<file path="src/include/cpu_defs.svh">
`ifndef CPU_DEFS_SVH
`define CPU_DEFS_SVH

// instruction field positions
`define INSTR_OPCODE 31:26
`define INSTR_RS     25:21
`define INSTR_RT     20:16
`define INSTR_SHAMT  10:6
`define INSTR_FUNCT  5:0
`define INSTR_IMM16  15:0
`define INSTR_INDEX  25:0

`endif
</file>
<file path="src/design/branch_pkg.sv">
package branch_pkg;

typedef logic [31:0] vaddr_t;
typedef logic [1:0]  counter_t;
typedef logic [1:0]  cf_code_t;

// static prediction that travels with the instruction
typedef struct packed {
	logic     valid;
	logic     taken;
	vaddr_t   target;
	counter_t counter;
} branch_predict_t;

// condition flags and masks resolved a stage early
typedef struct packed {
	vaddr_t target;
	logic   negate;
	logic   cond_sign;
	logic   cond_equal;
	logic   mask_sign;
	logic   mask_equal;
} branch_early_resolved_t;

typedef struct packed {
	logic     valid;
	vaddr_t   pc;
	cf_code_t cf;
	counter_t counter;
	logic     taken;
	vaddr_t   target;
	logic     mispredict;
} branch_resolved_t;

endpackage

</file>
<file path="src/design/cpu_types_pkg.sv">
package cpu_types_pkg;

import branch_pkg::*;

typedef logic [31:0] uint32_t;
typedef vaddr_t      addr_t;
typedef logic [31:0] instr_t;
typedef logic [4:0]  shamt_t;

typedef enum logic [4:0] {
	OP_AND, OP_OR, OP_XOR, OP_NOR,
	OP_ADDU, OP_SUBU,
	OP_SLL, OP_SLLV, OP_SRL, OP_SRLV, OP_SRA, OP_SRAV,
	OP_SLT, OP_SLTU,
	OP_BEQ, OP_BNE, OP_BLEZ, OP_BGTZ,
	OP_BLTZ, OP_BGEZ, OP_BLTZAL, OP_BGEZAL,
	OP_JAL, OP_JALR,
	OP_INVALID
} oper_t;

// same encoding as the cf field of the resolved branch
typedef enum logic [$bits(cf_code_t)-1:0] {
	CF_NONE,
	CF_BRANCH,
	CF_CALL,
	CF_JUMP_REG
} cf_t;

typedef struct packed {
	oper_t op;
	cf_t   cf;
	logic  is_controlflow;
	logic  delayed_exec;
	logic  is_link;
} decoded_t;

typedef struct packed {
	logic            valid;
	addr_t           pc;
	instr_t          instr;
	decoded_t        decoded;
	uint32_t [1:0]   delayed_reg;
	uint32_t         result;
	branch_predict_t branch_predict;
} pipeline_exec_t;

endpackage

</file>
<file path="src/design/exec_stream_if.sv">
interface exec_stream_if;

import cpu_types_pkg::*;
import branch_pkg::*;

logic                   valid;
pipeline_exec_t         data;
branch_early_resolved_t early;
// one pulse per entry leaving the result FIFO
logic                   credit;

modport src (
	output valid,
	output data,
	output early,
	input  credit
);

modport dst (
	input  valid,
	input  data,
	input  early,
	output credit
);

endinterface

</file>
<file path="src/design/delayed_exec_unit.sv">
module delayed_exec_unit #(
	parameter int IN_DEPTH     = 2,
	parameter int RESULT_DEPTH = 2,
	parameter int OUT_CREDITS  = 2
) (
	input  logic                         clk,
	input  logic                         rst_n,
	input  logic                         in_valid,
	input  cpu_types_pkg::addr_t         in_pc,
	input  cpu_types_pkg::instr_t        in_instr,
	input  cpu_types_pkg::uint32_t [1:0] in_reg,
	input  branch_pkg::branch_predict_t  in_predict,
	output logic                         in_credit,
	output logic                         out_valid,
	output cpu_types_pkg::uint32_t       out_result,
	output branch_pkg::branch_resolved_t out_branch,
	input  logic                         out_credit
);

import cpu_types_pkg::*;
import branch_pkg::*;

logic             rec_valid, rec_credit, stall;
pipeline_exec_t   rec, exec_result;
branch_resolved_t exec_branch;

exec_stream_if stream ();

decode_stage #(
	.IN_DEPTH (IN_DEPTH)
) decode0 (
	.clk        (clk),
	.rst_n      (rst_n),
	.in_valid   (in_valid),
	.in_pc      (in_pc),
	.in_instr   (in_instr),
	.in_reg     (in_reg),
	.in_predict (in_predict),
	.in_credit  (in_credit),
	.rec_valid  (rec_valid),
	.rec        (rec),
	.rec_credit (rec_credit)
);

branch_early_resolve #(
	.RESULT_DEPTH (RESULT_DEPTH)
) early0 (
	.clk        (clk),
	.rst_n      (rst_n),
	.rec_valid  (rec_valid),
	.rec        (rec),
	.rec_credit (rec_credit),
	.down       (stream.src)
);

delayed_exec exec0 (
	.stall           (stall),
	.data            (stream.data),
	.result          (exec_result),
	.early_resolved  (stream.early),
	.resolved_branch (exec_branch)
);

result_stage #(
	.RESULT_DEPTH (RESULT_DEPTH),
	.OUT_CREDITS  (OUT_CREDITS)
) result0 (
	.clk         (clk),
	.rst_n       (rst_n),
	.up          (stream.dst),
	.exec_result (exec_result),
	.exec_branch (exec_branch),
	.stall       (stall),
	.out_valid   (out_valid),
	.out_result  (out_result),
	.out_branch  (out_branch),
	.out_credit  (out_credit)
);

endmodule

</file>
<file path="src/design/result_stage.sv">
module result_stage #(
	parameter int RESULT_DEPTH = 2,
	parameter int OUT_CREDITS  = 2
) (
	input  logic                          clk,
	input  logic                          rst_n,
	exec_stream_if.dst                    up,
	input  cpu_types_pkg::pipeline_exec_t exec_result,
	input  branch_pkg::branch_resolved_t  exec_branch,
	output logic                          stall,
	output logic                          out_valid,
	output cpu_types_pkg::uint32_t        out_result,
	output branch_pkg::branch_resolved_t  out_branch,
	input  logic                          out_credit
);

import cpu_types_pkg::*;
import branch_pkg::*;

localparam int PTR_W = (RESULT_DEPTH > 1) ? $clog2(RESULT_DEPTH) : 1;
localparam int CNT_W = $clog2(RESULT_DEPTH + 1);
localparam int CRD_W = $clog2(OUT_CREDITS + 1);

typedef struct packed {
	uint32_t          result;
	branch_resolved_t branch;
} res_entry_t;

res_entry_t       res_mem [RESULT_DEPTH];
logic [PTR_W-1:0] wr_ptr, rd_ptr;
logic [CNT_W-1:0] count;
logic [CRD_W-1:0] out_cnt;
logic             push, pop, full;
res_entry_t       head;

function automatic logic [PTR_W-1:0] ptr_inc(input logic [PTR_W-1:0] p);
	return (p == PTR_W'(RESULT_DEPTH - 1)) ? '0 : p + 1'b1;
endfunction

// the early stage only drives valid while it holds a credit
assign stall = !up.valid;
assign push  = !stall;
assign full  = (count == CNT_W'(RESULT_DEPTH));
assign pop   = (count != '0) && (out_cnt != '0);

assign up.credit  = pop;
assign out_valid  = pop;
assign head       = res_mem[rd_ptr];
assign out_result = head.result;
assign out_branch = head.branch;

always_ff @(posedge clk) begin
	if (push)
		res_mem[wr_ptr] <= '{result: exec_result.result, branch: exec_branch};
end

always_ff @(posedge clk) begin
	if (!rst_n) begin
		wr_ptr  <= '0;
		rd_ptr  <= '0;
		count   <= '0;
		out_cnt <= CRD_W'(OUT_CREDITS);
	end else begin
		if (push)
			wr_ptr <= ptr_inc(wr_ptr);
		if (pop)
			rd_ptr <= ptr_inc(rd_ptr);
		count   <= count + CNT_W'(push) - CNT_W'(pop);
		out_cnt <= out_cnt - CRD_W'(pop) + CRD_W'(out_credit);
	end
end

assert property (@(posedge clk) disable iff (!rst_n) push |-> !full)
	else $error("push into full result FIFO");

// consumer returned more credits than it owns
assert property (@(posedge clk) disable iff (!rst_n) out_cnt <= CRD_W'(OUT_CREDITS))
	else $error("out credit counter above consumer depth");

endmodule

</file>
<file path="src/design/delayed_exec.sv">
`include "cpu_defs.svh"

module delayed_exec (
	input  logic                               stall,
	input  cpu_types_pkg::pipeline_exec_t      data,
	output cpu_types_pkg::pipeline_exec_t      result,
	input  branch_pkg::branch_early_resolved_t early_resolved,
	output branch_pkg::branch_resolved_t       resolved_branch
);

import cpu_types_pkg::*;
import branch_pkg::*;

oper_t           op;
uint32_t         reg1, reg2, alu_out, sub_u;
shamt_t          shamt, shamt_var;
logic            signed_lt, unsigned_lt;
logic            taken, mispredict, target_miss;
branch_predict_t pred;

assign op        = data.decoded.op;
assign reg1      = data.delayed_reg[0];
assign reg2      = data.delayed_reg[1];
assign shamt     = data.instr[`INSTR_SHAMT];
assign shamt_var = reg1[4:0];
assign pred      = data.branch_predict;

assign sub_u       = reg1 - reg2;
// with differing signs the negative one is smaller
assign signed_lt   = (reg1[31] != reg2[31]) ? reg1[31] : sub_u[31];
assign unsigned_lt = (reg1 < reg2);

// ~~~~~~~~~~~~~~~~~~~~~~~~~~~~~~~~~~~~~~~~~~~~~~~~~~~~~~~~~~
// alu
// ~~~~~~~~~~~~~~~~~~~~~~~~~~~~~~~~~~~~~~~~~~~~~~~~~~~~~~~~~~

always_comb begin
	case (op)
		OP_AND:  alu_out = reg1 & reg2;
		OP_OR:   alu_out = reg1 | reg2;
		OP_XOR:  alu_out = reg1 ^ reg2;
		OP_NOR:  alu_out = ~(reg1 | reg2);
		OP_ADDU: alu_out = reg1 + reg2;
		OP_SUBU: alu_out = sub_u;
		OP_SLL:  alu_out = reg2 << shamt;
		OP_SLLV: alu_out = reg2 << shamt_var;
		OP_SRL:  alu_out = reg2 >> shamt;
		OP_SRLV: alu_out = reg2 >> shamt_var;
		OP_SRA:  alu_out = $signed(reg2) >>> shamt;
		OP_SRAV: alu_out = $signed(reg2) >>> shamt_var;
		OP_SLT:  alu_out = {31'b0, signed_lt};
		OP_SLTU: alu_out = {31'b0, unsigned_lt};
		// link value preset by decode
		default: alu_out = data.result;
	endcase
end

always_comb begin
	result        = data;
	result.result = alu_out;
end

// ~~~~~~~~~~~~~~~~~~~~~~~~~~~~~~~~~~~~~~~~~~~~~~~~~~~~~~~~~~
// branch resolution
// ~~~~~~~~~~~~~~~~~~~~~~~~~~~~~~~~~~~~~~~~~~~~~~~~~~~~~~~~~~

assign target_miss = !pred.valid || (pred.target != early_resolved.target);

always_comb begin
	case (op)
		OP_JAL, OP_JALR: taken = 1'b1;
		default: taken = early_resolved.negate
			^ ((early_resolved.mask_sign & early_resolved.cond_sign)
			| (early_resolved.mask_equal & early_resolved.cond_equal));
	endcase

	case (op)
		OP_BEQ, OP_BNE, OP_BLEZ, OP_BGTZ,
		OP_BLTZ, OP_BGEZ, OP_BLTZAL, OP_BGEZAL: begin
			mispredict = pred.valid && (pred.taken != taken);
			if (taken)
				mispredict = mispredict || target_miss;
		end
		OP_JAL, OP_JALR: mispredict = target_miss;
		default:         mispredict = 1'b1;
	endcase
end

assign resolved_branch.valid = data.valid && data.decoded.is_controlflow
	&& data.decoded.delayed_exec && !stall;
assign resolved_branch.pc         = data.pc;
assign resolved_branch.cf         = data.decoded.cf;
assign resolved_branch.counter    = pred.counter;
assign resolved_branch.taken      = taken;
assign resolved_branch.target     = early_resolved.target;
assign resolved_branch.mispredict = mispredict;

// unknown encodings must never leave the early stage
always_comb begin
	if (!stall)
		assert (op != OP_INVALID)
			else $error("invalid op reached delayed execution");
end

endmodule

</file>
<file path="src/design/branch_early_resolve.sv">
`include "cpu_defs.svh"

module branch_early_resolve #(
	parameter int RESULT_DEPTH = 2
) (
	input  logic                          clk,
	input  logic                          rst_n,
	input  logic                          rec_valid,
	input  cpu_types_pkg::pipeline_exec_t rec,
	output logic                          rec_credit,
	exec_stream_if.src                    down
);

import cpu_types_pkg::*;
import branch_pkg::*;

localparam int CNT_W = $clog2(RESULT_DEPTH + 1);

pipeline_exec_t         ent;
branch_early_resolved_t ent_early, early_next;
logic                   ent_valid;
logic [CNT_W-1:0]       res_cnt;
logic                   send;
addr_t                  pc_plus4;
logic [15:0]            imm16;
uint32_t                br_offset;

assign send       = ent_valid && (res_cnt != '0);
assign rec_credit = send;
assign down.valid = send;
assign down.data  = ent;
assign down.early = ent_early;

assign pc_plus4  = rec.pc + 32'd4;
assign imm16     = rec.instr[`INSTR_IMM16];
assign br_offset = {{14{imm16[15]}}, imm16, 2'b00};

always_comb begin
	early_next.cond_equal = (rec.delayed_reg[0] == rec.delayed_reg[1]);
	early_next.cond_sign  = rec.delayed_reg[0][31];
	early_next.negate     = 1'b0;
	early_next.mask_sign  = 1'b0;
	early_next.mask_equal = 1'b0;

	case (rec.decoded.op)
		OP_BEQ: early_next.mask_equal = 1'b1;
		OP_BNE: begin
			early_next.mask_equal = 1'b1;
			early_next.negate     = 1'b1;
		end
		OP_BLTZ, OP_BLTZAL: early_next.mask_sign = 1'b1;
		OP_BGEZ, OP_BGEZAL: begin
			early_next.mask_sign = 1'b1;
			early_next.negate    = 1'b1;
		end
		OP_BLEZ: begin
			early_next.mask_sign  = 1'b1;
			early_next.mask_equal = 1'b1;
		end
		OP_BGTZ: begin
			early_next.mask_sign  = 1'b1;
			early_next.mask_equal = 1'b1;
			early_next.negate     = 1'b1;
		end
		default: ;
	endcase

	case (rec.decoded.op)
		OP_JAL:  early_next.target = {pc_plus4[31:28], rec.instr[`INSTR_INDEX], 2'b00};
		OP_JALR: early_next.target = rec.delayed_reg[0];
		default: early_next.target = pc_plus4 + br_offset;
	endcase
end

always_ff @(posedge clk) begin
	if (!rst_n) begin
		ent_valid <= 1'b0;
		res_cnt   <= CNT_W'(RESULT_DEPTH);
	end else begin
		if (rec_valid)
			ent_valid <= 1'b1;
		else if (send)
			ent_valid <= 1'b0;
		res_cnt <= res_cnt - CNT_W'(send) + CNT_W'(down.credit);
	end
end

always_ff @(posedge clk) begin
	if (rec_valid) begin
		ent       <= rec;
		ent_early <= early_next;
	end
end

// decode only sends after our slot was freed
assert property (@(posedge clk) disable iff (!rst_n) rec_valid |-> !ent_valid)
	else $error("record arrived while the early slot was occupied");

endmodule

</file>
<file path="src/design/decode_stage.sv">
`include "cpu_defs.svh"

module decode_stage #(
	parameter int IN_DEPTH = 2
) (
	input  logic                          clk,
	input  logic                          rst_n,
	input  logic                          in_valid,
	input  cpu_types_pkg::addr_t          in_pc,
	input  cpu_types_pkg::instr_t         in_instr,
	input  cpu_types_pkg::uint32_t [1:0]  in_reg,
	input  branch_pkg::branch_predict_t   in_predict,
	output logic                          in_credit,
	output logic                          rec_valid,
	output cpu_types_pkg::pipeline_exec_t rec,
	input  logic                          rec_credit
);

import cpu_types_pkg::*;
import branch_pkg::*;

localparam int PTR_W = (IN_DEPTH > 1) ? $clog2(IN_DEPTH) : 1;
localparam int CNT_W = $clog2(IN_DEPTH + 1);

typedef struct packed {
	addr_t           pc;
	instr_t          instr;
	uint32_t [1:0]   regs;
	branch_predict_t predict;
} in_entry_t;

in_entry_t        buf_mem [IN_DEPTH];
logic [PTR_W-1:0] wr_ptr, rd_ptr;
logic [CNT_W-1:0] count;
logic [1:0]       rec_cnt;
logic             pop;
in_entry_t        head;
decoded_t         dec;
pipeline_exec_t   rec_next;

function automatic logic [PTR_W-1:0] ptr_inc(input logic [PTR_W-1:0] p);
	return (p == PTR_W'(IN_DEPTH - 1)) ? '0 : p + 1'b1;
endfunction

// ~~~~~~~~~~~~~~~~~~~~~~~~~~~~~~~~~~~~~~~~~~~~~~~~~~~~~~~~~~
// input buffer
// ~~~~~~~~~~~~~~~~~~~~~~~~~~~~~~~~~~~~~~~~~~~~~~~~~~~~~~~~~~

assign pop       = (count != '0) && (rec_cnt != 2'd0);
assign in_credit = pop;
assign head      = buf_mem[rd_ptr];

always_ff @(posedge clk) begin
	if (in_valid)
		buf_mem[wr_ptr] <= '{pc: in_pc, instr: in_instr, regs: in_reg, predict: in_predict};
end

always_ff @(posedge clk) begin
	if (!rst_n) begin
		wr_ptr    <= '0;
		rd_ptr    <= '0;
		count     <= '0;
		rec_cnt   <= 2'd1;
		rec_valid <= 1'b0;
	end else begin
		if (in_valid)
			wr_ptr <= ptr_inc(wr_ptr);
		if (pop)
			rd_ptr <= ptr_inc(rd_ptr);
		count     <= count + CNT_W'(in_valid) - CNT_W'(pop);
		rec_cnt   <= rec_cnt + {1'b0, rec_credit} - {1'b0, pop};
		rec_valid <= pop;
	end
end

always_ff @(posedge clk) begin
	if (pop)
		rec <= rec_next;
end

// ~~~~~~~~~~~~~~~~~~~~~~~~~~~~~~~~~~~~~~~~~~~~~~~~~~~~~~~~~~
// decode
// ~~~~~~~~~~~~~~~~~~~~~~~~~~~~~~~~~~~~~~~~~~~~~~~~~~~~~~~~~~

always_comb begin
	case (head.instr[`INSTR_OPCODE])
		6'h00: begin
			case (head.instr[`INSTR_FUNCT])
				6'h00:   dec.op = OP_SLL;
				6'h02:   dec.op = OP_SRL;
				6'h03:   dec.op = OP_SRA;
				6'h04:   dec.op = OP_SLLV;
				6'h06:   dec.op = OP_SRLV;
				6'h07:   dec.op = OP_SRAV;
				6'h09:   dec.op = OP_JALR;
				6'h21:   dec.op = OP_ADDU;
				6'h23:   dec.op = OP_SUBU;
				6'h24:   dec.op = OP_AND;
				6'h25:   dec.op = OP_OR;
				6'h26:   dec.op = OP_XOR;
				6'h27:   dec.op = OP_NOR;
				6'h2a:   dec.op = OP_SLT;
				6'h2b:   dec.op = OP_SLTU;
				default: dec.op = OP_INVALID;
			endcase
		end
		// regimm selected by rt
		6'h01: begin
			case (head.instr[`INSTR_RT])
				5'h00:   dec.op = OP_BLTZ;
				5'h01:   dec.op = OP_BGEZ;
				5'h10:   dec.op = OP_BLTZAL;
				5'h11:   dec.op = OP_BGEZAL;
				default: dec.op = OP_INVALID;
			endcase
		end
		6'h03:   dec.op = OP_JAL;
		6'h04:   dec.op = OP_BEQ;
		6'h05:   dec.op = OP_BNE;
		6'h06:   dec.op = OP_BLEZ;
		6'h07:   dec.op = OP_BGTZ;
		default: dec.op = OP_INVALID;
	endcase

	case (dec.op)
		OP_BEQ, OP_BNE, OP_BLEZ, OP_BGTZ, OP_BLTZ, OP_BGEZ: dec.cf = CF_BRANCH;
		OP_BLTZAL, OP_BGEZAL, OP_JAL:                       dec.cf = CF_CALL;
		OP_JALR:                                            dec.cf = CF_JUMP_REG;
		default:                                            dec.cf = CF_NONE;
	endcase

	dec.is_controlflow = (dec.cf != CF_NONE);
	dec.delayed_exec   = (dec.op != OP_INVALID);
	dec.is_link        = (dec.cf == CF_CALL) || (dec.op == OP_JALR);
end

always_comb begin
	rec_next.valid          = 1'b1;
	rec_next.pc             = head.pc;
	rec_next.instr          = head.instr;
	rec_next.decoded        = dec;
	rec_next.delayed_reg    = head.regs;
	rec_next.result         = '0;
	rec_next.branch_predict = head.predict;

	// compare against zero
	case (dec.op)
		OP_BLTZ, OP_BGEZ, OP_BLEZ, OP_BGTZ, OP_BLTZAL, OP_BGEZAL:
			rec_next.delayed_reg[1] = '0;
		default: ;
	endcase

	if (dec.is_link)
		rec_next.result = head.pc + 32'd8;
end

// early stage has a single slot
assert property (@(posedge clk) disable iff (!rst_n) rec_cnt <= 2'd1)
	else $error("decode holds more credits than the early stage has slots");

endmodule

</file>
<file path="config.mk">
export PLATFORM = sky130hd
export DESIGN_NAME = delayed_exec_unit
export DESIGN_NICKNAME = d
export VERILOG_FILES = /design/src/design/branch_pkg.sv /design/src/design/cpu_types_pkg.sv /design/src/design/exec_stream_if.sv /design/src/design/delayed_exec_unit.sv /design/src/design/result_stage.sv /design/src/design/delayed_exec.sv /design/src/design/branch_early_resolve.sv /design/src/design/decode_stage.sv
export VERILOG_INCLUDE_DIRS = /design/src /design/src/include
export SDC_FILE = /design/constraint.sdc
export NUM_CORES = 2
export LEC_CHECK = 0
export BUFFER_PORTS_ARGS = -buffer_cell sky130_fd_sc_hd__buf_4
export CAP_MARGIN = 5
export CORE_MARGIN = 3
export CORE_UTILIZATION = 37
export DETAILED_ROUTE_END_ITERATION = 10
export MAX_ROUTING_LAYER = met4
export SYNTH_ARGS = -nofsm -noshare
export SYNTH_HDL_FRONTEND = slang
export SYNTH_SLANG_ARGS = --single-unit
</file>
<file path="constraint.sdc">
create_clock -name clk -period 10.12 [get_ports clk]
set_input_delay 2.024 -clock clk [delete_from_list [all_inputs] [get_ports clk]]
set_output_delay 2.024 -clock clk [all_outputs]
set_load 0.02 [all_outputs]
</file>
==> run_results.csv <==
group,metric,value,unit
synthesis,synthTopCellsByArea,"edfxtp_1, mux2_2, mux2i_1",
synthesis,avgSynthCellArea,13.0,um2
synthesis,yosysUniqueCellTypes,96,
job,maxCapViolations,0,
layout,regArea,28800,um2
drt,vias,32500,
sta,fin_ws,3240,ps
power,peakVddDrop,0.000162,V
drt,first_pass_iters,5,
synthesis,syn_area,48100,um2
floorplanning,die_y,367,um
place,io_buffers,272,
synthesis,synth_adder_area_share,0.0407,
global_route,grt_use_total,0.263,
synthesis,synth_xor_area_frac,0.0313,
drt,wire_per_inst,30.4,um
synthesis,synthSimpleGateAreaFrac,0.0802,
place,place.gp.congestion,1.04,
critical_path,critPathLaunchType,"flip-flop",
clock_tree,cts_root_buffer,"clkbuf_16",
global_route,grt_pass1_wl,246000,um
drt,ant_nets,0,
synthesis,synth_compound_area_frac,0.103,
critical_path,arrival,7250,ps
clock_tree,hold_buffers,0,
critical_path,path_class,"flip-flop to flip-flop",
floorplanning,die_x,367,um
sta,fin_tns_setup,0,ps
synthesis,yosys.area.top_type_share,0.591,
layout,syn2layout_area_growth,15.1,%
global_route,grt_max_degree,73,
clock_tree,h-tree-depth,3,
drt,avgViaCountPerCell,5.64,
min_path,hp-class,"flip-flop to flip-flop",
layout,multi_input_area,18000,um2
sta,fin_skew,51.9,ps
sta,rsz0062_at_grt,"false",
clock_tree,clock-sinks,965,
clock_tree,cts_made_buffers,97,
place,dp_slack,3530,ps
sta,min_period_over_period,0.680,
clock_tree,clkTransAtPathRegs,70,ps
clock_tree,clk_path_buf_depth,3,
drt,drcViolationCount,0,
synthesis,yosys.area.top_type,"edfxtp_1",
global_route,antenna_found_initial,7,
place,dp_hpwl,133000,um
synthesis,synthesis.instances,3689,
power,p_per_area,293,nW/um2
synthesis,ys.flop_type,"edfxtp_1",
critical_path,crit_chain,"inv_2 > ha_1 > o21bai_1 > a2111o_1 > a32oi_1 > o21a_2 > o22ai_1 > a221o_1 > a2111oi_0 > or2_2 > o21bai_1 > a21oi_1 > fa_1 > nand2_1 > o22ai_1 > a32o_1 > a211oi_1 > nand3_1 > a221oi_1 > o21ai_0 > a211oi_1 > a31oi_1",
critical_path,max_stage_delay,840,ps
run_status,status,"completed",
floorplanning,initial_core_util,0.375,
sta,clock.fmax,145,MHz
layout,n_antenna_cell,0,
synthesis,ys_seq_elements,965,
critical_path,cp_slowest_cell,"edfxtp_1",
synthesis,ys_seq_area_frac,0.599,
clock_tree,cts_setup_buffers,0,
floorplanning,core-area,128000,um2
global_route,grt_pass1_vias,31900,
floorplanning,row_count,131,
layout,final_nets,4274,
critical_path,worst_setup_path_end_kind,"flip-flop",
synthesis,synth.area.mux_share,0.117,
clock_tree,post_cts_resized,0,
layout,final_common_cell,"edfxtp_1",
drt,routed_wl,175000,um
synthesis,async_reset_ff_frac,0,
synthesis,synth_top_family_by_area,"multiplexers",
critical_path,cp_top_family,"compound AO/OA/AOI/OAI gates",
synthesis,synth_enable_flop_cells,947,
layout,final_cell_mix,"edfxtp_1, buf_4, nand2_1",
synthesis,yosys_warnings,0,
sta,slew-limit-headroom,0.115,
sta,finalHoldViolCount,0,
layout,fill_cells,11800,
sta,tightest_slew,1320,ps
power,power.leakage,19.8,nW
critical_path,crit_fanout,18,
floorplanning,die_area,134000,um2
floorplanning,ios,273,
clock_tree,clk_latency,700,ps
critical_path,r2r_slack,3240,ps
sta,drv_slew,0,
synthesis,syn-num-nets,4011,
clock_tree,cts_tree,"built",
layout,drive_above_1_share,0.200,
sta,period_needed,6880,ps
critical_path,cp.required,10480,ps
sta,setup_viol,0,
drt,dr.first_iter.drc_count,3200,
critical_path,critPathBufInv,1,
global_route,overflow,0,
==> power by group <==
part	total (mW)	internal (mW)	switching [mW]	leakage [nW]
registers	6.54	5.64	0.902	8.99
clock network	3.60	2.07	1.53	1.57
logic	6.09	2.14	3.95	9.27
==> through the flow <==
step                      hold slack [ps]  utilization  power (mW)  instance area, um2  cells
after floorplan                       400            -        10.1               48100   3689
after global placement                401        0.406        12.7               52100   5582
after detailed placement              405        0.406        12.6               52100   5582
after CTS                             390        0.431        16.3               55300   5763
after global routing                  391        0.431        16.9               55300   5763
final                                 389        0.431        16.2               55300   5763
==> cells by family after synthesis <==
group | count (synthesis)
compound gates | 746
xor+xnor | 172
flops | 965
mux | 505
simple gates | 824
buf+inv | 323
fa+ha+maj | 154
==> state kept, by name, indices dropped and copies added (netlist names), named ones only <==
| name | flops |
|---|---|
| decode0.rec | 199 |
| early0.ent_valid | 1 |
| decode0.count | 2 |
| result0.res_mem | 206 |
| result0.out_cnt | 2 |
| early0.down.early | 37 |
| decode0.buf_mem | 328 |
| result0.rd_ptr | 1 |
| early0.down.data | 177 |
| result0.count | 2 |
| decode0.rec_valid | 1 |
| decode0.wr_ptr | 1 |
| decode0.rec_cnt | 2 |
| early0.res_cnt | 2 |
| result0.wr_ptr | 1 |
| decode0.rd_ptr | 1 |
==> layout make-up <==
cell class,instances,share of cell area
sequential,965,0.521
multi-input combinational,2401,0.326
timing repair buffer,345,0.0468
clock buffer,125,0.0465
tap,1729,0.0391
clock inverter,56,0.0118
inverter,142,0.00963
==> cells in the mapped netlist, drive strengths merged, types with 31 or more instances <==
master / count
a211oi: 45
a21o: 32
a21oi: 192
a221oi: 31
a31oi: 34
buf: 78
clkbuf: 103
edfxtp: 947
ha: 150
inv: 142
mux2: 247
mux2i: 240
nand2: 260
nand2b: 38
nand3: 55
nor2: 248
nor3: 55
o211ai: 44
o21ai: 136
xnor2: 107
xor2: 65
==> path summary, 6_finish.rpt <==
kind                   startpoint                      to  cells past startpoint
max          early0.down.data[69]  result0.res_mem[1][71]                     22
min               decode0.rec[56]    early0.down.data[56]                      0
max reg2reg  early0.down.data[69]  result0.res_mem[1][71]                     22
min reg2reg       decode0.rec[56]    early0.down.data[56]                      0
==> metal layers <==
metal,track usage,part of all wire
met2,0.431,0.48
met1,0.343,0.42
met5,-,0
met3,0.0265,0.054
met4,0.0924,0.039
Note: power is estimated with default switching activity, not from simulation.
